$ cat src/rtl/osd_pkg.sv
// shared types and constants; command codes are the upper six bits of a command byte
package osd_pkg;

  // ----------------------------------------
  // widths with a meaning
  // ----------------------------------------
  typedef logic [15:0] io_word_t;
  typedef logic [7:0]  osd_byte_t;
  typedef logic [10:0] buf_addr_t;
  // top bit set means no line is highlighted
  typedef logic [3:0]  highlight_t;
  typedef logic [5:0]  cmd_code_t;

  // ----------------------------------------
  // command codes
  // ----------------------------------------
  // write regs, data word 0 carries the value
  localparam cmd_code_t CMD_RESET_CTRL   = 6'b0_000_10;
  localparam cmd_code_t CMD_OSD_CTRL     = 6'b0_010_10;
  localparam cmd_code_t CMD_CHIP_CFG     = 6'b0_000_01;
  localparam cmd_code_t CMD_CPU_CFG      = 6'b0_001_01;
  localparam cmd_code_t CMD_MEMORY_CFG   = 6'b0_010_01;
  localparam cmd_code_t CMD_VIDEO_CFG    = 6'b0_011_01;
  localparam cmd_code_t CMD_FLOPPY_CFG   = 6'b0_100_01;
  localparam cmd_code_t CMD_HARDDISK_CFG = 6'b0_101_01;
  localparam cmd_code_t CMD_JOYSTICK_CFG = 6'b0_110_01;
  // word 3 selects the line, later words are characters
  localparam cmd_code_t CMD_OSD_BUFFER   = 6'b0_000_11;
  localparam cmd_code_t CMD_VERSION      = 6'b1_000_10;

  // ----------------------------------------
  // defaults and fixed data
  // ----------------------------------------
  localparam highlight_t HIGHLIGHT_NONE = 4'b1000;
  // beta flag, major, minor, minion
  localparam osd_byte_t [0:3] VERSION_BYTES = '{8'h00, 8'h01, 8'h04, 8'h02};
  // hrtmon off, no fast, 512k slow, 512k chip
  localparam logic [6:0] MEMORY_CFG_DEFAULT = 7'b0_00_01_01;

  // configuration outputs towards the core
  typedef struct packed {
    logic [4:0] chipset;
    logic [3:0] cpu;
    logic [6:0] memory;
    logic [2:0] ide;
    logic [3:0] floppy;
    logic [1:0] scanline;
    logic [1:0] lr_filter;
    logic [1:0] hr_filter;
    logic [1:0] dither;
    logic [1:0] ar;
    logic [1:0] blver;
    logic [1:0] autofire;
    logic       cd32pad;
    logic       joy_swap;
  } sys_cfg_t;

  // reset and osd control bits
  typedef struct packed {
    logic usrrst;
    logic cpurst;
    logic cpuhlt;
    logic osd_enable;
    logic key_disable;
  } sys_ctrl_t;

  // character buffer write request, one word per rx pulse
  typedef struct packed {
    logic      load;
    logic [2:0] line;
    logic      we;
    osd_byte_t data;
  } buf_wr_t;

endpackage

$ cat src/rtl/osd_video_gen.sv
// osd beam logic at half pixel clock; sol and sof are single-cycle strobes from the video core
`timescale 1ns/1ps

module osd_video_gen #(
  parameter int OSD_LEFT  = 448,
  parameter int OSD_TOP   = 128,
  parameter int OSD_LINES = 64
) (
  input  logic                clk,
  input  logic                reset,
  input  logic                sol,
  input  logic                sof,
  input  logic                osd_enable,
  input  osd_pkg::highlight_t highlight,
  input  osd_pkg::osd_byte_t  rd_byte,
  output osd_pkg::buf_addr_t  rd_addr,
  output logic                osd_blank,
  output logic                osd_pixel
);

  // pixel clock counter, one osd column every two counts
  logic [10:0] hcnt_q;
  logic [8:0]  vcnt_q;
  // enable only changes on a frame boundary
  logic        osd_on_q;
  logic [9:0]  col;
  logic [8:0]  vline;
  logic [7:0]  hpos;
  logic        hframe;
  logic        vframe;
  logic        row_hit;
  // pixel stage, aligned with ram output
  logic        blank_q;
  logic [2:0]  bit_q;
  logic        inv_q;

  // ----------------------------------------
  // beam counters
  // ----------------------------------------
  always_ff @(posedge clk) begin
    if (reset || sol) begin
      hcnt_q <= '0;
    end else begin
      hcnt_q <= hcnt_q + 11'd1;
    end
  end

  always_ff @(posedge clk) begin
    if (reset || sof) begin
      vcnt_q <= '0;
    end else if (sol) begin
      vcnt_q <= vcnt_q + 9'd1;
    end
  end

  always_ff @(posedge clk) begin
    if (reset) begin
      osd_on_q <= 1'b0;
    end else if (sof) begin
      osd_on_q <= osd_enable;
    end
  end

  // ----------------------------------------
  // window and buffer address
  // ----------------------------------------
  assign col    = hcnt_q[10:1];
  assign hframe = (int'(col) >= OSD_LEFT) && (int'(col) < OSD_LEFT + 256);
  assign vframe = (int'(vcnt_q) >= OSD_TOP) && (int'(vcnt_q) < OSD_TOP + OSD_LINES);

  // position inside the window
  assign vline = vcnt_q - 9'(OSD_TOP);
  assign hpos  = col[7:0] - 8'(OSD_LEFT);

  // text row in the upper bits, 8 scan lines per row
  assign rd_addr = {vline[5:3], hpos};

  assign row_hit   = !highlight[3] && (vline[5:3] == highlight[2:0]);
  assign osd_blank = hframe && vframe && osd_on_q;

  // ----------------------------------------
  // pixel output
  // ----------------------------------------
  always_ff @(posedge clk) begin
    if (reset) begin
      blank_q <= 1'b0;
    end else begin
      blank_q <= osd_blank;
    end
  end

  always_ff @(posedge clk) begin
    bit_q <= vline[2:0];
    inv_q <= row_hit;
  end

  // each byte is a vertical strip of 8 pixels, bit 0 on top
  assign osd_pixel = blank_q && (rd_byte[bit_q] ^ inv_q);

endmodule

$ cat config.mk
export PLATFORM = sky130hd
export DESIGN_NAME = osd_video_gen
export DESIGN_NICKNAME = d
export VERILOG_FILES = /design/src/rtl/osd_pkg.sv /design/src/rtl/osd_video_gen.sv
export SDC_FILE = /design/constraint.sdc
export NUM_CORES = 1
export LEC_CHECK = 0
export BUFFER_PORTS_ARGS = -buffer_cell sky130_fd_sc_hd__buf_2
export CORE_ASPECT_RATIO = 1.1
export CORE_MARGIN = 10
export CORE_UTILIZATION = 56
export CTS_BUF_LIST = sky130_fd_sc_hd__clkbuf_16
export DETAILED_ROUTE_END_ITERATION = 8
export PLACE_DENSITY_LB_ADDON = 0.12
export REMOVE_ABC_BUFFERS = 1
export SYNTH_ARGS = -nofsm -noshare
export SYNTH_HDL_FRONTEND = slang
export SYNTH_SLANG_ARGS = --single-unit
$ cat constraint.sdc
create_clock -name clk -period 2.6 [get_ports clk]
set_clock_uncertainty 0.1 [all_clocks]
set_input_delay 0.52 -clock clk [delete_from_list [all_inputs] [get_ports clk]]
set_output_delay 0.52 -clock clk [all_outputs]
set_load 0.05 [all_outputs]
==> impl_metrics.csv <==
group,metric,value,unit
layout,seqCellArea,520,um^2
clock_network,clkTransAtPathRegs,0.06,ns
clock_network,cts_resized,0,
layout,layout_commonest_cell,"buf_2",
layout,design_area,0.00141,mm^2
synthesis,synth_area,0.00124,mm^2
floorplanning,boundaryPins,30,
global_routing,gr-total-overflow,0,
placement,gp_congestion,0.739,
layout,final_cell_mix,"buf_2, dfxtp_1, nor2_1",
sta,fmax,420,MHz
placement,dp_hpwl,1850,um
clock_network,cts_max_level,1,
sta,finalCritPeriodShare,91.6,%
floorplanning,dieArea,0.00450,mm^2
layout,num-fill-cells,169,
floorplanning,fp.dieW,64.9,um
clock_network,clock_latency,0.25,ns
sta,finalSetupTns,0,ns
drt,dr.pass1.iters,4,
sta,worst_slew_margin_rel,79.2,%
placement,dpl-instance-area,0.00134,mm^2
critical_path,path_cells,"ha_1 > or3b_2 > a21oi_1 > buf_2",
global_routing,track_usage,10.7,%
clock_network,cts_root_buf,"clkbuf_16",
layout,syn_to_final_growth,13.7,%
synthesis,synth_warnings,0,
critical_path,slowest_stage,"or3b_2",
drt,initialDrtViolationCount,29,
synthesis,netlist_instances,133,
synthesis,avgSynthCellArea,9.33,um^2
pwr,powerDensity,550,mW/mm^2
synthesis,ys_types,32,
floorplanning,core_region_area,0.00206,mm^2
layout,layout.nets,175,
sta,setup_viol,0,
clock_network,clock_path_buffers,2,
synthesis,ys_seq_elements,26,
synthesis,ys.flop_type,"dfxtp_1",
critical_path,cp_slowest_stage_delay,0.44,ns
floorplanning,die_y,69.4,um
sta,min_period,2.38,ns
synthesis,synth-adder-area-share,4.03,%
drt,vias,950,
synthesis,synth.area.mux_share,7.46,%
sta,rsz0062_at_grt,"false",
job,maxCapViolCount,0,
hold_path,hp-class,"reg -> reg",
floorplanning,start_util,60.2,%
critical_path,critPathCaptureType,"output port",
critical_path,critPathRequiredTime,1.98,ns
drt,postRouteAntennaNets,0,
pwr,ir_worst_vdd,0.000438,V
global_routing,grt_pass1_vias,938,
synthesis,synth_xor_area_share,7.06,%
sta,finalHoldViolCount,0,
clock_network,ctsHoldBuffers,0,
clock_network,post_cts_buffers,0,
clock_network,clkSinkCount,26,
sta,worst_pin_slew,0.310,ns
layout,multi_input_area,613,um^2
critical_path,cp_data_arrival_time,1.76,ns
pwr,cellLeakagePower,0.554,nW
layout,diodes,0,
drt,post-route-drc-count,0,
synthesis,synth_top_family_by_area,"simple AND/OR/NAND/NOR gates",
synthesis,ys_seq_area_share,41.9,%
global_routing,grt_max_degree,14,
global_routing,antenna_found_initial,0,
layout,layout-drive-gt1-share,27.0,%
placement,io_buffers,29,
synthesis,synth_edf_count,0,
drt,wl,2420,um
critical_path,start_kind,"flop",
drt,vias_per_cell,5.28,
synthesis,synthSimpleGateAreaFrac,21.2,%
synthesis,async_flop_share,0,%
global_routing,grt_pass1_wl,3980,um
synthesis,synth-compound-area-share,9.68,%
drt,wl_per_cell,13.4,um
critical_path,cp_max_fo,5,
clock_network,cts-buffers-inserted,3,
floorplanning,rows,17,
outcome,status,"complete, no violations",
clock_network,cts_tree,"built",
critical_path,crit_type,"reg -> out",
sta,slew_viol_final,0,
## registers in the layout, summed over array words and instances (netlist names)
register / cells
vcnt_q: 9
bit_q: 3
hcnt_q: 11
osd_on_q: 1
inv_q: 1
blank_q: 1
## worst max-delay path, delay by kind of cell, from the launching register on
| kind | cells | cell delay, ns |
|---|---|---|
| DFF | 1 | 0.35 |
| adders and majority gates | 1 | 0.24 |
| and+or+nand+nor | 1 | 0.44 |
| AOI/OAI and AO/OA | 1 | 0.19 |
| buffers and inverters | 1 | 0.29 |
## path summary, 6_finish.rpt
path                                              from  slack [ns]               endpoint  cells past startpoint
worst min register to register  vcnt_q[1]$_SDFFE_PP0P_        0.33       bit_q[1]$_DFF_P_                      0
worst max-delay path              hcnt_q[7]$_SDFF_PP0_        0.22              osd_blank                      4
worst max register to register    hcnt_q[1]$_SDFF_PP0_        0.96  hcnt_q[10]$_SDFF_PP0_                      4
worst min-delay path            vcnt_q[1]$_SDFFE_PP0P_        0.33       bit_q[1]$_DFF_P_                      0
## area by class of cell
cell class,count,share of cell area [%]
multi-input combinational,88,43.4
sequential,26,36.9
timing repair buffer,29,10.3
clock buffer,3,5.32
tap,28,2.48
inverter,6,1.60
## per-layer routing
metal,GRT usage (%),up-vias,wire [um]
met1,12.3,429,1100
met3,3.54,2,165
li1,-,494,-
met5,0,-,0
met2,17.2,25,1140
met4,4.95,0,17
## stage by stage
stage	total power, mW	util, %	hold WS (ns)	setup slack (ns)	instances
4_1_cts	0.786	68.4	0.337	0.210	180
2_1_floorplan	0.438	-	0.290	0.131	120
3_5_place_dp	0.459	64.8	0.326	0.391	177
6_report	0.777	68.4	0.333	0.217	180
5_1_grt	0.802	68.4	0.358	0.0941	180
3_3_place_gp	0.456	64.8	0.315	0.429	177
## cell families after synthesis
logic type,Yosys count
flip-flops,26
buffers and inverters,19
AND/OR/NAND/NOR,45
XOR/XNOR,10
multiplexers,8
adder cells (fa/ha/maj),4
AO/OA/AOI/OAI,21
## power breakdown
group	leakage (nW)	internal [mW]	switching (mW)	total, mW
registers	0.210	0.403	0.00560	0.409
logic	0.307	0.0209	0.0199	0.0407
clock network	0.0370	0.203	0.124	0.327
total	0.554	0.628	0.149	0.777
## cell usage after synthesis (2+ instances only)
cell	n	area [um^2]
buf_4	9	67.6
xor2_1	7	61.3
inv_1	6	22.5
o31ai_1	3	22.5
a21oi_1	10	50.1
nand4_1	5	31.3
or3_1	3	18.8
xnor2_1	3	26.3
clkbuf_1	2	7.51
dfxtp_1	26	521
or2_2	2	12.5
nand3_1	3	15.0
or3_2	3	22.5
ha_1	4	50.1
nand2_1	7	26.3
or4_1	3	22.5
mux2i_1	7	70.1
o21ai_0	6	30.0
nor2_1	11	41.3
(Power assumes the default switching activity.)
