## src/rtl/osd_pkg.sv

```systemverilog
// shared types and constants; command codes are the upper six bits of a command byte
package osd_pkg;

  // ----------------------------------------
  // widths with a meaning
  // ----------------------------------------
  typedef logic [15:0] io_word_t;
  typedef logic [7:0]  osd_byte_t;
  typedef logic [10:0] buf_addr_t;
  // top bit set means no line is highlighted
  typedef logic [3:0]  highlight_t;
  typedef logic [5:0]  cmd_code_t;

  // ----------------------------------------
  // command codes
  // ----------------------------------------
  // write regs, data word 0 carries the value
  localparam cmd_code_t CMD_RESET_CTRL   = 6'b0_000_10;
  localparam cmd_code_t CMD_OSD_CTRL     = 6'b0_010_10;
  localparam cmd_code_t CMD_CHIP_CFG     = 6'b0_000_01;
  localparam cmd_code_t CMD_CPU_CFG      = 6'b0_001_01;
  localparam cmd_code_t CMD_MEMORY_CFG   = 6'b0_010_01;
  localparam cmd_code_t CMD_VIDEO_CFG    = 6'b0_011_01;
  localparam cmd_code_t CMD_FLOPPY_CFG   = 6'b0_100_01;
  localparam cmd_code_t CMD_HARDDISK_CFG = 6'b0_101_01;
  localparam cmd_code_t CMD_JOYSTICK_CFG = 6'b0_110_01;
  // word 3 selects the line, later words are characters
  localparam cmd_code_t CMD_OSD_BUFFER   = 6'b0_000_11;
  localparam cmd_code_t CMD_VERSION      = 6'b1_000_10;

  // ----------------------------------------
  // defaults and fixed data
  // ----------------------------------------
  localparam highlight_t HIGHLIGHT_NONE = 4'b1000;
  // beta flag, major, minor, minion
  localparam osd_byte_t [0:3] VERSION_BYTES = '{8'h00, 8'h01, 8'h04, 8'h02};
  // hrtmon off, no fast, 512k slow, 512k chip
  localparam logic [6:0] MEMORY_CFG_DEFAULT = 7'b0_00_01_01;

  // configuration outputs towards the core
  typedef struct packed {
    logic [4:0] chipset;
    logic [3:0] cpu;
    logic [6:0] memory;
    logic [2:0] ide;
    logic [3:0] floppy;
    logic [1:0] scanline;
    logic [1:0] lr_filter;
    logic [1:0] hr_filter;
    logic [1:0] dither;
    logic [1:0] ar;
    logic [1:0] blver;
    logic [1:0] autofire;
    logic       cd32pad;
    logic       joy_swap;
  } sys_cfg_t;

  // reset and osd control bits
  typedef struct packed {
    logic usrrst;
    logic cpurst;
    logic cpuhlt;
    logic osd_enable;
    logic key_disable;
  } sys_ctrl_t;

  // character buffer write request, one word per rx pulse
  typedef struct packed {
    logic      load;
    logic [2:0] line;
    logic      we;
    osd_byte_t data;
  } buf_wr_t;

endpackage

```

## src/rtl/osd_io_port.sv

```systemverilog
// host byte port; host must not strobe while io_wait is high, io_ena low restarts with a command
`timescale 1ns/1ps

module osd_io_port #(
  parameter int WAIT_CYCLES = 4
) (
  input  logic               clk,
  input  logic               io_ena,
  input  logic               io_strobe,
  input  osd_pkg::io_word_t  io_din,
  input  osd_pkg::osd_byte_t rd_data,
  output logic               io_wait,
  output osd_pkg::io_word_t  io_dout,
  output logic               rx,
  output logic               is_cmd,
  output osd_pkg::io_word_t  rx_data
);
  import osd_pkg::*;

  localparam int TW = $clog2(WAIT_CYCLES + 1);

  // first word after enable rises is a command
  logic          first_q;
  // word latched, rx pulse due next cycle
  logic          pend_q;
  logic [TW-1:0] timeout_q;
  io_word_t      din_q;
  osd_byte_t     dout_q;

  always_ff @(posedge clk) begin
    if (!io_ena) begin
      // enable low acts as the port reset
      first_q   <= 1'b1;
      pend_q    <= 1'b0;
      io_wait   <= 1'b0;
      rx        <= 1'b0;
      is_cmd    <= 1'b0;
      dout_q    <= '0;
      timeout_q <= '0;
    end else if (io_strobe) begin
      is_cmd    <= first_q;
      first_q   <= 1'b0;
      pend_q    <= 1'b1;
      rx        <= 1'b0;
      io_wait   <= 1'b1;
      timeout_q <= TW'(WAIT_CYCLES);
      din_q     <= io_din;
    end else begin
      rx     <= pend_q;
      pend_q <= 1'b0;
      if (pend_q) begin
        // hand word to decoder, grab readback for this counter value
        rx_data <= din_q;
        dout_q  <= rd_data;
      end else if (timeout_q != '0) begin
        timeout_q <= timeout_q - 1'b1;
      end else begin
        io_wait <= 1'b0;
      end
    end
  end

  // readback is a byte, upper half always zero
  assign io_dout = io_ena ? {8'h00, dout_q} : '0;

endmodule

```

## config.mk

```make
export PLATFORM = sky130hd
export DESIGN_NAME = osd_io_port
export DESIGN_NICKNAME = d
export VERILOG_FILES = /design/src/rtl/osd_pkg.sv /design/src/rtl/osd_io_port.sv
export SDC_FILE = /design/constraint.sdc
export NUM_CORES = 1
export LEC_CHECK = 0
export BUFFER_PORTS_ARGS = -buffer_cell sky130_fd_sc_hd__buf_4
export CORE_ASPECT_RATIO = 1.1
export CORE_UTILIZATION = 25
export CTS_CLUSTER_DIAMETER = 100
export DETAILED_ROUTE_END_ITERATION = 7
export SETUP_SLACK_MARGIN = 0.15
export SLEW_MARGIN = 5
export SYNTH_ARGS = -nofsm -noshare
export SYNTH_HDL_FRONTEND = slang
export SYNTH_SLANG_ARGS = --single-unit
```

## constraint.sdc

```tcl
create_clock -name clk -period 1.38 [get_ports clk]
set_input_delay 0.138 -clock clk [delete_from_list [all_inputs] [get_ports clk]]
set_output_delay 0.138 -clock clk [all_outputs]
set_load 0.1 [all_outputs]
```

==> flow_metrics.tcl <==
set metrics [dict create \
    drive_above_1_share_pct 54.3 \
    critical_path.startpoint_type "register" \
    power_report.internal_total_mw 2.09 \
    finalClockSkew_ns 0.00131 \
    track_usage_pct 8.42 \
    max_cap_viols 0 \
    grt_overflow 0 \
    p_comb_share_pct 15.1 \
    synth_top_area_cell "sky130_fd_sc_hd__edfxtp_1" \
    setup_viol 0 \
    final_core_area_utilization_pct 36.3 \
    cp.arrival_ns 1.49 \
    switching_share_pct 25.9 \
    cts_tree "built" \
    ys_seq_elements 48 \
    ys_seq_area_share_pct 75.8 \
    max-vdd-ir-drop_mv 0.501 \
    drcViolationCount 0 \
    reg2reg_setup_slack_ns 0.11 \
    cts.sinks 48 \
    timing.critical_path.buf_inv 1 \
    slew_viol_final 0 \
    synth_largest_type_area_fraction_pct 56.8 \
    place.port_buffers 53 \
    crit_family "simple AND/OR/NAND/NOR gates" \
    timing_limited_maximum_frequency_mhz 787 \
    worstSetupEndpointType "register" \
    post_drt_wl_per_cell_um 12.0 \
    final.period_utilization_pct 92.0 \
    layout_min_cycle_time_ns 1.27 \
    layout.nets 203 \
    clock_tree.root_cell "sky130_fd_sc_hd__clkbuf_8" \
    power_switching_mw 0.732 \
    most-common-layout-cells "64 x sky130_fd_sc_hd__buf_4, 32 x sky130_fd_sc_hd__edfxtp_1, 13 x sky130_fd_sc_hd__dfxtp_1, 10 x sky130_fd_sc_hd__and2_2" \
    final_antenna_net_count 0 \
    crit_path_cell_trace "inv_2 -> ha_4 -> nor2b_4 -> or3_1 -> a21oi_2" \
    place_congestion 0.688 \
    antenna_found_initial 0 \
    r2r_startpoint "timeout_q[1]" \
    whs_path_depth 1 \
    power_leakage_nw 0.996 \
    depth_of_the_most_critical_reg_to_reg_path 5 \
    timing_worst_setup_path_type "register to register" \
    delay_of_the_slowest_cell_on_the_worst_path_ns 0.39 \
    netlist_top_cells_area "sky130_fd_sc_hd__edfxtp_1 57%, sky130_fd_sc_hd__dfxtp_1 19%, sky130_fd_sc_hd__o22a_1 4.1%" \
    yosys_warnings 0 \
    data_required_time_at_the_worst_endpoint_ns 1.60 \
    synth_area_per_cell_um2 16.3 \
    critical_path_peak_fanout 4 \
    number_of_global_route_vias_before_repair 914 \
    run_status "complete, no violations" \
    mostFrequentLayoutCell "sky130_fd_sc_hd__buf_4" \
    hp-start "io_din[10]" \
    die_area_um2 7090 \
    floorplan.io_pins 62 \
    power-per-cell-area_nw_per_um2 1190 \
    clock_tree.htree_level_count 2 \
    synth_unique_cells 25 \
    initial_utilization_pct 25.8 \
    crit_slowest_cell "sky130_fd_sc_hd__or3_1" \
    holdPathEnd "din_q[10]" \
    synth.cell_area_um2 1690 \
    routed_wirelength_mm 3.09 \
    clk_pin_slew_worst_paths_ns 0.08 \
    viasPerCell 3.94 \
    timing_hold_violations_final 0 \
    cts_max_path_buffers 2 \
    hold_path_class "input port to register" \
    core_area_um2 6560 \
    area_delta_synth_final_pct 40.9 \
    critical_path.reg2reg.endpoint "timeout_q[0]" \
    diodes 0 \
    final.hold.worst_slack_ns 0.0205 \
    clock_insertion_delay_worst_skew_ns 0.29 \
    floorplan.die.height_um 88.2 \
    critPathLaunch "timeout_q[1]" \
    cts_buffers 5 \
    p_seq_share_pct 57.5 \
    drtPass1Iterations 2 \
    setup-tns-final_ns 0 \
    number_of_instances_in_the_synthesized_netlist 104 \
    grt_pass1_wl_mm 4.41 \
    row_count 31 \
    dp.final_hpwl_mm 2.26 \
    grt_start_max_net_pins 19 \
    clockPowerShare_pct 27.4 \
    rsz0062_at_grt "yes" \
    fp.dieW_um 80.4 \
    total_number_of_vias 1013 \
    dr.first_iter.drc_count 30 \
]
==> cells in the mapped netlist <==
cell type and number:
sky130_fd_sc_hd__and2_1 8, sky130_fd_sc_hd__or3_1 2, sky130_fd_sc_hd__dfxtp_1 16, sky130_fd_sc_hd__o21ai_1 1, sky130_fd_sc_hd__inv_1 3, sky130_fd_sc_hd__bufinv_8 1
sky130_fd_sc_hd__nor2_8 1, sky130_fd_sc_hd__nand2b_2 1, sky130_fd_sc_hd__mux2i_1 1, sky130_fd_sc_hd__nor4b_1 1, sky130_fd_sc_hd__buf_2 1, sky130_fd_sc_hd__a21oi_1 3
sky130_fd_sc_hd__nor2b_1 1, sky130_fd_sc_hd__o21ai_0 2, sky130_fd_sc_hd__nor2_1 4, sky130_fd_sc_hd__conb_1 1, sky130_fd_sc_hd__and2_2 2, sky130_fd_sc_hd__buf_4 8
sky130_fd_sc_hd__ha_1 2, sky130_fd_sc_hd__o22a_1 8, sky130_fd_sc_hd__a211oi_1 1, sky130_fd_sc_hd__or3b_1 1, sky130_fd_sc_hd__buf_6 1, sky130_fd_sc_hd__nand2b_1 2
sky130_fd_sc_hd__edfxtp_1 32
==> cells by family after synthesis <==
logic type / synth area share [%]
multiplexers: 0.592
flip-flops: 75.8
other: 0.222
AND/OR/NAND/NOR: 9.33
AO/OA/AOI/OAI: 6.37
adder cells (fa/ha/maj): 1.48
buffers and inverters: 6.22
==> metrics by stage <==
stage	power (mW)	instance area, µm²	setup WS (ns)	cells
detailed placement	2.05	2190	0.0934	241
global route	2.95	2380	0.0642	257
global placement	2.05	2190	0.139	241
CTS	2.83	2290	0.123	249
finish	2.82	2380	0.110	257
floorplan	1.96	1730	0.157	111
==> power by group through the flow <==
stage | Clock [mW] | Sequential, mW | Combinational, mW
floorplan | 0 | 1.70 | 0.257
global placement | 0 | 1.65 | 0.397
detailed placement | 0 | 1.65 | 0.399
CTS | 0.797 | 1.62 | 0.406
global route | 0.869 | 1.63 | 0.449
finish | 0.774 | 1.62 | 0.426
==> worst max-delay path by stage <==
| stage | end | depth (start not counted) | slack (ns) |
|---|---|---|---|
| 6_report | timeout_q[0] | 5 | 0.11 |
| 5_1_grt | timeout_q[0] | 5 | 0.06 |
| 4_1_cts | timeout_q[1] | 5 | 0.12 |
| 3_5_place_dp | timeout_q[1] | 5 | 0.09 |
| 3_3_place_gp | timeout_q[0] | 5 | 0.14 |
| 2_1_floorplan | io_wait | 2 | 0.16 |
==> per-layer routing <==
metal / up-vias / part of all wire [%] / GRT usage, %
met5: - / 0 / 0
met2: 43 / 47 / 14.3
met3: 5 / 9.2 / 2.89
met1: 473 / 43 / 10.1
met4: 0 / 1.0 / 2.44
li1: 492 / - / -
==> registers in the layout, indices dropped and copies added (netlist names) <==
register	cells
timeout_q	3
is_cmd	1
pend_q	1
dout_q	8
first_q	1
rx_data	16
rx	1
din_q	16
io_wait	1
==> repair_timing <==
action / 4_1_cts / 5_1_grt
setup buffers: 0 / 8
setup endpoints to repair: 3 / 13
resized for setup: 6 / 6
pin swaps: 2 / 4
hold buffers: 0 / 0
==> cell type report <==
type                    count  area [µm²]
well taps                  82         103
clock buffers               7        76.3
repair buffers             66         512
flip-flops and latches     48        1280
clock inverters             1        5.00
fillers                   629        4170
multi-input cells          49         372
inverters                   4        28.8
(Power assumes the default switching activity.)
