`config.mk`:
```
export PLATFORM = sky130hd
export DESIGN_NAME = osd_cmd_decoder
export DESIGN_NICKNAME = d
export VERILOG_FILES = /design/src/rtl/osd_pkg.sv /design/src/rtl/osd_cmd_decoder.sv
export SDC_FILE = /design/constraint.sdc
export NUM_CORES = 1
export LEC_CHECK = 0
export BUFFER_PORTS_ARGS = -buffer_cell sky130_fd_sc_hd__clkbuf_2
export CORE_ASPECT_RATIO = 1.1
export CORE_MARGIN = 4
export CORE_UTILIZATION = 49
export CTS_CLUSTER_DIAMETER = 60
export CTS_CLUSTER_SIZE = 10
export DETAILED_ROUTE_END_ITERATION = 8
export PLACE_DENSITY = 0.86
export SYNTH_ARGS = -nofsm -noshare
export SYNTH_HDL_FRONTEND = slang
export SYNTH_SLANG_ARGS = --single-unit
```
`constraint.sdc`:
```
create_clock -name clk -period 2.9 [get_ports clk]
set_input_delay 0.58 -clock clk [delete_from_list [all_inputs] [get_ports clk]]
set_output_delay 0.58 -clock clk [all_outputs]
set_load 0.01 [all_outputs]
```
`src/rtl/osd_pkg.sv`:
```
// shared types and constants; command codes are the upper six bits of a command byte
package osd_pkg;

  // ----------------------------------------
  // widths with a meaning
  // ----------------------------------------
  typedef logic [15:0] io_word_t;
  typedef logic [7:0]  osd_byte_t;
  typedef logic [10:0] buf_addr_t;
  // top bit set means no line is highlighted
  typedef logic [3:0]  highlight_t;
  typedef logic [5:0]  cmd_code_t;

  // ----------------------------------------
  // command codes
  // ----------------------------------------
  // write regs, data word 0 carries the value
  localparam cmd_code_t CMD_RESET_CTRL   = 6'b0_000_10;
  localparam cmd_code_t CMD_OSD_CTRL     = 6'b0_010_10;
  localparam cmd_code_t CMD_CHIP_CFG     = 6'b0_000_01;
  localparam cmd_code_t CMD_CPU_CFG      = 6'b0_001_01;
  localparam cmd_code_t CMD_MEMORY_CFG   = 6'b0_010_01;
  localparam cmd_code_t CMD_VIDEO_CFG    = 6'b0_011_01;
  localparam cmd_code_t CMD_FLOPPY_CFG   = 6'b0_100_01;
  localparam cmd_code_t CMD_HARDDISK_CFG = 6'b0_101_01;
  localparam cmd_code_t CMD_JOYSTICK_CFG = 6'b0_110_01;
  // word 3 selects the line, later words are characters
  localparam cmd_code_t CMD_OSD_BUFFER   = 6'b0_000_11;
  localparam cmd_code_t CMD_VERSION      = 6'b1_000_10;

  // ----------------------------------------
  // defaults and fixed data
  // ----------------------------------------
  localparam highlight_t HIGHLIGHT_NONE = 4'b1000;
  // beta flag, major, minor, minion
  localparam osd_byte_t [0:3] VERSION_BYTES = '{8'h00, 8'h01, 8'h04, 8'h02};
  // hrtmon off, no fast, 512k slow, 512k chip
  localparam logic [6:0] MEMORY_CFG_DEFAULT = 7'b0_00_01_01;

  // configuration outputs towards the core
  typedef struct packed {
    logic [4:0] chipset;
    logic [3:0] cpu;
    logic [6:0] memory;
    logic [2:0] ide;
    logic [3:0] floppy;
    logic [1:0] scanline;
    logic [1:0] lr_filter;
    logic [1:0] hr_filter;
    logic [1:0] dither;
    logic [1:0] ar;
    logic [1:0] blver;
    logic [1:0] autofire;
    logic       cd32pad;
    logic       joy_swap;
  } sys_cfg_t;

  // reset and osd control bits
  typedef struct packed {
    logic usrrst;
    logic cpurst;
    logic cpuhlt;
    logic osd_enable;
    logic key_disable;
  } sys_ctrl_t;

  // character buffer write request, one word per rx pulse
  typedef struct packed {
    logic      load;
    logic [2:0] line;
    logic      we;
    osd_byte_t data;
  } buf_wr_t;

endpackage

```
`src/rtl/osd_cmd_decoder.sv`:
```
// command decoder; chipset, ide, cpu[1:0] and memory[5:0] only take effect while reset is high
`timescale 1ns/1ps

module osd_cmd_decoder (
  input  logic               clk,
  input  logic               reset,
  input  logic               rx,
  input  logic               is_cmd,
  input  osd_pkg::io_word_t  rx_data,
  input  osd_pkg::osd_byte_t osd_ctrl,
  output osd_pkg::osd_byte_t rd_data,
  output osd_pkg::sys_cfg_t  sys_cfg,
  output osd_pkg::sys_ctrl_t sys_ctrl,
  output osd_pkg::buf_wr_t   buf_wr,
  output osd_pkg::highlight_t highlight
);
  import osd_pkg::*;

  cmd_code_t  cmd_q;
  // data word counter, saturates at 4
  logic [2:0] cnt_q;
  logic       wr_en_q;
  logic       data_rx;
  logic       first_data;
  logic       buf_sel;
  logic       buf_load;
  logic [1:0] ver_idx;

  // staged values, copied to the outputs during reset
  logic [4:0] chipset_stg = '0;
  logic [3:0] cpu_stg     = '0;
  logic [6:0] memory_stg  = MEMORY_CFG_DEFAULT;
  logic [2:0] ide_stg     = '0;

  sys_cfg_t  cfg_q  = '{memory: MEMORY_CFG_DEFAULT, default: '0};
  sys_ctrl_t ctrl_q = '{cpurst: 1'b1, cpuhlt: 1'b1, default: 1'b0};

  assign data_rx    = rx && !is_cmd;
  assign first_data = data_rx && (cnt_q == 3'd0);
  assign buf_sel    = (cmd_q == CMD_OSD_BUFFER);
  assign buf_load   = data_rx && buf_sel && (cnt_q == 3'd3);

  // ----------------------------------------
  // command latch and word counter
  // ----------------------------------------
  always_ff @(posedge clk) begin
    if (reset) begin
      cmd_q   <= '0;
      cnt_q   <= '0;
      wr_en_q <= 1'b0;
    end else if (rx && is_cmd) begin
      cmd_q   <= rx_data[7:2];
      cnt_q   <= '0;
      wr_en_q <= 1'b0;
    end else if (rx) begin
      if (cnt_q != 3'd4) begin
        cnt_q <= cnt_q + 3'd1;
      end
      // words after the line select are characters
      if (buf_load) begin
        wr_en_q <= 1'b1;
      end
    end
  end

  // ----------------------------------------
  // configuration registers
  // ----------------------------------------
  always_ff @(posedge clk) begin
    if (first_data) begin
      case (cmd_q)
        CMD_RESET_CTRL:   {ctrl_q.cpuhlt, ctrl_q.cpurst, ctrl_q.usrrst} <= rx_data[2:0];
        CMD_OSD_CTRL:     {ctrl_q.key_disable, ctrl_q.osd_enable} <= rx_data[1:0];
        CMD_CHIP_CFG:     chipset_stg <= rx_data[4:0];
        CMD_CPU_CFG:      cpu_stg <= rx_data[3:0];
        CMD_MEMORY_CFG:   memory_stg <= rx_data[6:0];
        CMD_VIDEO_CFG: begin
          {cfg_q.blver, cfg_q.ar, cfg_q.dither,
           cfg_q.hr_filter, cfg_q.lr_filter, cfg_q.scanline} <= rx_data[11:0];
        end
        CMD_FLOPPY_CFG:   cfg_q.floppy <= rx_data[3:0];
        CMD_HARDDISK_CFG: ide_stg <= rx_data[2:0];
        CMD_JOYSTICK_CFG: begin
          // bits 11..9 enable each field separately
          if (rx_data[11]) begin
            cfg_q.joy_swap <= rx_data[3];
          end
          if (rx_data[10]) begin
            cfg_q.cd32pad <= rx_data[2];
          end
          if (rx_data[9]) begin
            cfg_q.autofire <= rx_data[1:0];
          end
        end
        default: ;
      endcase
    end
    // core can't change chipset, disk, cpu type or memory map while running
    if (reset) begin
      cfg_q.chipset     <= chipset_stg;
      cfg_q.ide         <= ide_stg;
      cfg_q.cpu[1:0]    <= cpu_stg[1:0];
      cfg_q.memory[5:0] <= memory_stg[5:0];
    end
    // cache, kickstart and hrtmon bits are safe at any time
    cfg_q.cpu[3:2]  <= cpu_stg[3:2];
    cfg_q.memory[6] <= memory_stg[6];
  end

  // highlight is dropped whenever the osd is off
  always_ff @(posedge clk) begin
    if (!ctrl_q.osd_enable) begin
      highlight <= HIGHLIGHT_NONE;
    end else if (buf_load && rx_data[4]) begin
      highlight <= rx_data[3:0];
    end
  end

  assign buf_wr = '{load: buf_load, line: rx_data[2:0], we: data_rx && wr_en_q,
                    data: rx_data[7:0]};

  // readback, counter 4 repeats the last version byte
  assign ver_idx = (cnt_q > 3'd3) ? 2'd3 : cnt_q[1:0];
  assign rd_data = (cmd_q == CMD_VERSION) ? VERSION_BYTES[ver_idx] : osd_ctrl;

  assign sys_cfg  = cfg_q;
  assign sys_ctrl = ctrl_q;

endmodule

```
==> results.json <==
{
  "final_cell_area_mm2": 0.00351,
  "synth-seq-area-share_pct": 74.0,
  "first_iter_violations": 77,
  "drv_slew": 0,
  "grt_pass1_vias": 1632,
  "h-tree-depth": 3,
  "fillCellCount": 462,
  "gp_congestion": 0.806,
  "ios": 97,
  "syn_area_mm2": 0.00289,
  "synth_cells": 196,
  "num-nets-final": 313,
  "cp.arrival_ps": 1840,
  "critical_path_class": "flip-flop to output pin",
  "wl_per_cell_um": 13.6,
  "setup_viol": 0,
  "leakagePower_nw": 1.40,
  "diodes": 0,
  "dr.pass1.iters": 5,
  "antenna_found_initial": 0,
  "clkLatencyLatePin_ps": 330,
  "run_status": "completed",
  "initial_core_util_pct": 50.5,
  "rows": 29,
  "drt-total-wl_um": 4940,
  "grt_first_pass_wirelength_um": 7720,
  "slew-limit-headroom_pct": 55.0,
  "ir_drop_mv": 0.242,
  "clk_path_buf_depth": 2,
  "crit_required_ps": 2320,
  "ant_nets": 0,
  "synth_edf_count": 60,
  "die_x_um": 81.3,
  "post_cts_resized": 0,
  "cts_hold_buf": 0,
  "clock-sinks": 77,
  "critPathLaunchType": "flip-flop",
  "post-cts-setup-buffers": 0,
  "cts_root_buf": "clkbuf_8",
  "layout-drive-gt1-share_pct": 40.1,
  "async_flop_share_pct": 0,
  "fin_worst_skew_ps": 10.4,
  "cap_violations": 0,
  "tightest_slew_ps": 670,
  "fp.coreArea_mm2": 0.00573,
  "timing.setup.tns_ps": 0,
  "syn_area_per_cell_um2": 14.8,
  "path_clk_slew_ps": 70,
  "dp_hpwl_um": 3670,
  "rsz0062_at_grt": "false",
  "hp-class": "flip-flop to flip-flop",
  "port_buffers": 92,
  "synth-main-ff-cell": "edfxtp_1",
  "placed_area_mm2": 0.00334,
  "powerDensity_mw_per_mm2": 564,
  "die_h_um": 88.6,
  "crit_fanout": 8,
  "syn_to_final_growth_pct": 21.2,
  "worstSetupEndpointType": "output pin",
  "grt_max_degree": 27,
  "ys_ff_latch": 77,
  "die_area_mm2": 0.00720,
  "fin_crit_ps": 2420,
  "grt_util_all_layers_pct": 14.4,
  "gr-total-overflow": 0,
  "finalCritPeriodShare_pct": 83.4,
  "synth_cell_types": 38,
  "synth_warnings": 0,
  "vias": 1736,
  "fmax_mhz": 413,
  "cts_tree": "built",
  "drcViolationCount": 0,
  "vias_per_cell": 4.77,
  "syn-num-nets": 227,
  "hold_viol": 0,
  "cts_buffers": 9
}
cell families after synthesis:
group                      after synthesis  share of synthesized area [%]
adders and majority gates                3                           1.30
DFF                                     77                           74.0
AOI/OAI and AO/OA                       15                           2.77
and+or+nand+nor                         66                           13.1
buffers and inverters                   27                           5.54
muxes                                    8                           3.29
cell usage in the layout, fill, tap and decap left out, types with 2 or more instances in the layout:
cell type | netlist | routed
nand2_1 | 15 | 15
edfxtp_1 | 60 | 60
dfxtp_1 | 17 | 17
o21ai_0 | 3 | 3
buf_4 | 13 | 3
a21oi_1 | 10 | 10
ha_1 | 3 | 3
nand2b_1 | 4 | 4
mux2i_1 | 5 | 5
nand3_1 | 9 | 9
mux2_4 | 3 | 3
nor2b_1 | 4 | 4
nor2_1 | 8 | 8
clkinv_2 | 0 | 3
clkbuf_8 | 0 | 10
inv_1 | 7 | 7
nor3_1 | 4 | 4
clkbuf_2 | 1 | 92
and2b_1 | 2 | 2
and2_1 | 6 | 6
layer usage:
layer  part of all wire (%)  track usage (%)  wire [um]
met4                    1.1             4.30         55
met2                     53             24.6       2590
met5                      0                0          0
met1                     38             16.9       1890
met3                    8.0             5.60        395
flip-flops by register name, indices dropped and copies added (netlist names):
| signal | cells |
|---|---|
| memory_stg | 7 |
| highlight | 4 |
| cpu_stg | 4 |
| chipset_stg | 5 |
| wr_en_q | 1 |
| cnt_q | 3 |
| cmd_q | 6 |
| ide_stg | 3 |
| sys_cfg | 39 |
| sys_ctrl | 5 |
power by group:
group	total (mW)	internal, mW	switching (mW)
Combinational	0.103	0.0426	0.0605
Clock	0.668	0.327	0.341
Sequential	1.21	1.20	0.00992
Total	1.98	1.57	0.412
worst max-delay path, stage by stage, from the launching register on:
cell      delay, ps
dfxtp_1         350
nand2b_4        160
or4_4           550
mux2_4          320
clkbuf_2        130
final timing paths:
check	startpoint	end	slack, ps	cells past startpoint
max	cmd_q[0]$_SDFFE_PP0P_	rd_data[2]	480	4
min	memory_stg[6]$_DFFE_PP_	sys_cfg[29]$_DFF_P_	340	0
max reg2reg	cnt_q[0]$_SDFFE_PP0P_	chipset_stg[2]$_DFFE_PP_	590	5
min reg2reg	memory_stg[6]$_DFFE_PP_	sys_cfg[29]$_DFF_P_	340	0
through the flow:
step	cells	util, %	hold WS [ps]	power (mW)	worst slack [ps]
floorplan	196	-	323	1.29	811
global placement	348	58.2	326	1.33	673
detailed placement	348	58.2	327	1.34	634
CTS	364	61.2	344	2.00	450
global route	364	61.2	352	2.07	343
finish	364	61.2	343	1.98	480
cells in the mapped netlist (4+ instances only):
cell,instances,share of area [%]
a21oi_1,10,1.7
and2_1,6,1.3
inv_1,7,0.91
buf_4,13,3.4
nand2b_1,4,0.86
nor2b_1,4,0.86
mux2i_1,5,1.7
nor2_1,8,1.0
dfxtp_1,17,12
nand3_1,9,1.6
edfxtp_1,60,62
nand2_1,15,1.9
nor3_1,4,0.69
layout make-up:
| cell class | count | area, um^2 | share of cell area, % |
|---|---|---|---|
| well taps | 77 | 96.3 | 2.75 |
| flip-flops and latches | 77 | 2140 | 61.1 |
| clock inverters | 5 | 26.3 | 0.749 |
| clock buffers | 11 | 141 | 4.03 |
| repair buffers | 95 | 483 | 13.8 |
| multi-input cells | 92 | 591 | 16.8 |
| inverters | 7 | 26.3 | 0.749 |
Power figures use the tool's default switching activity.
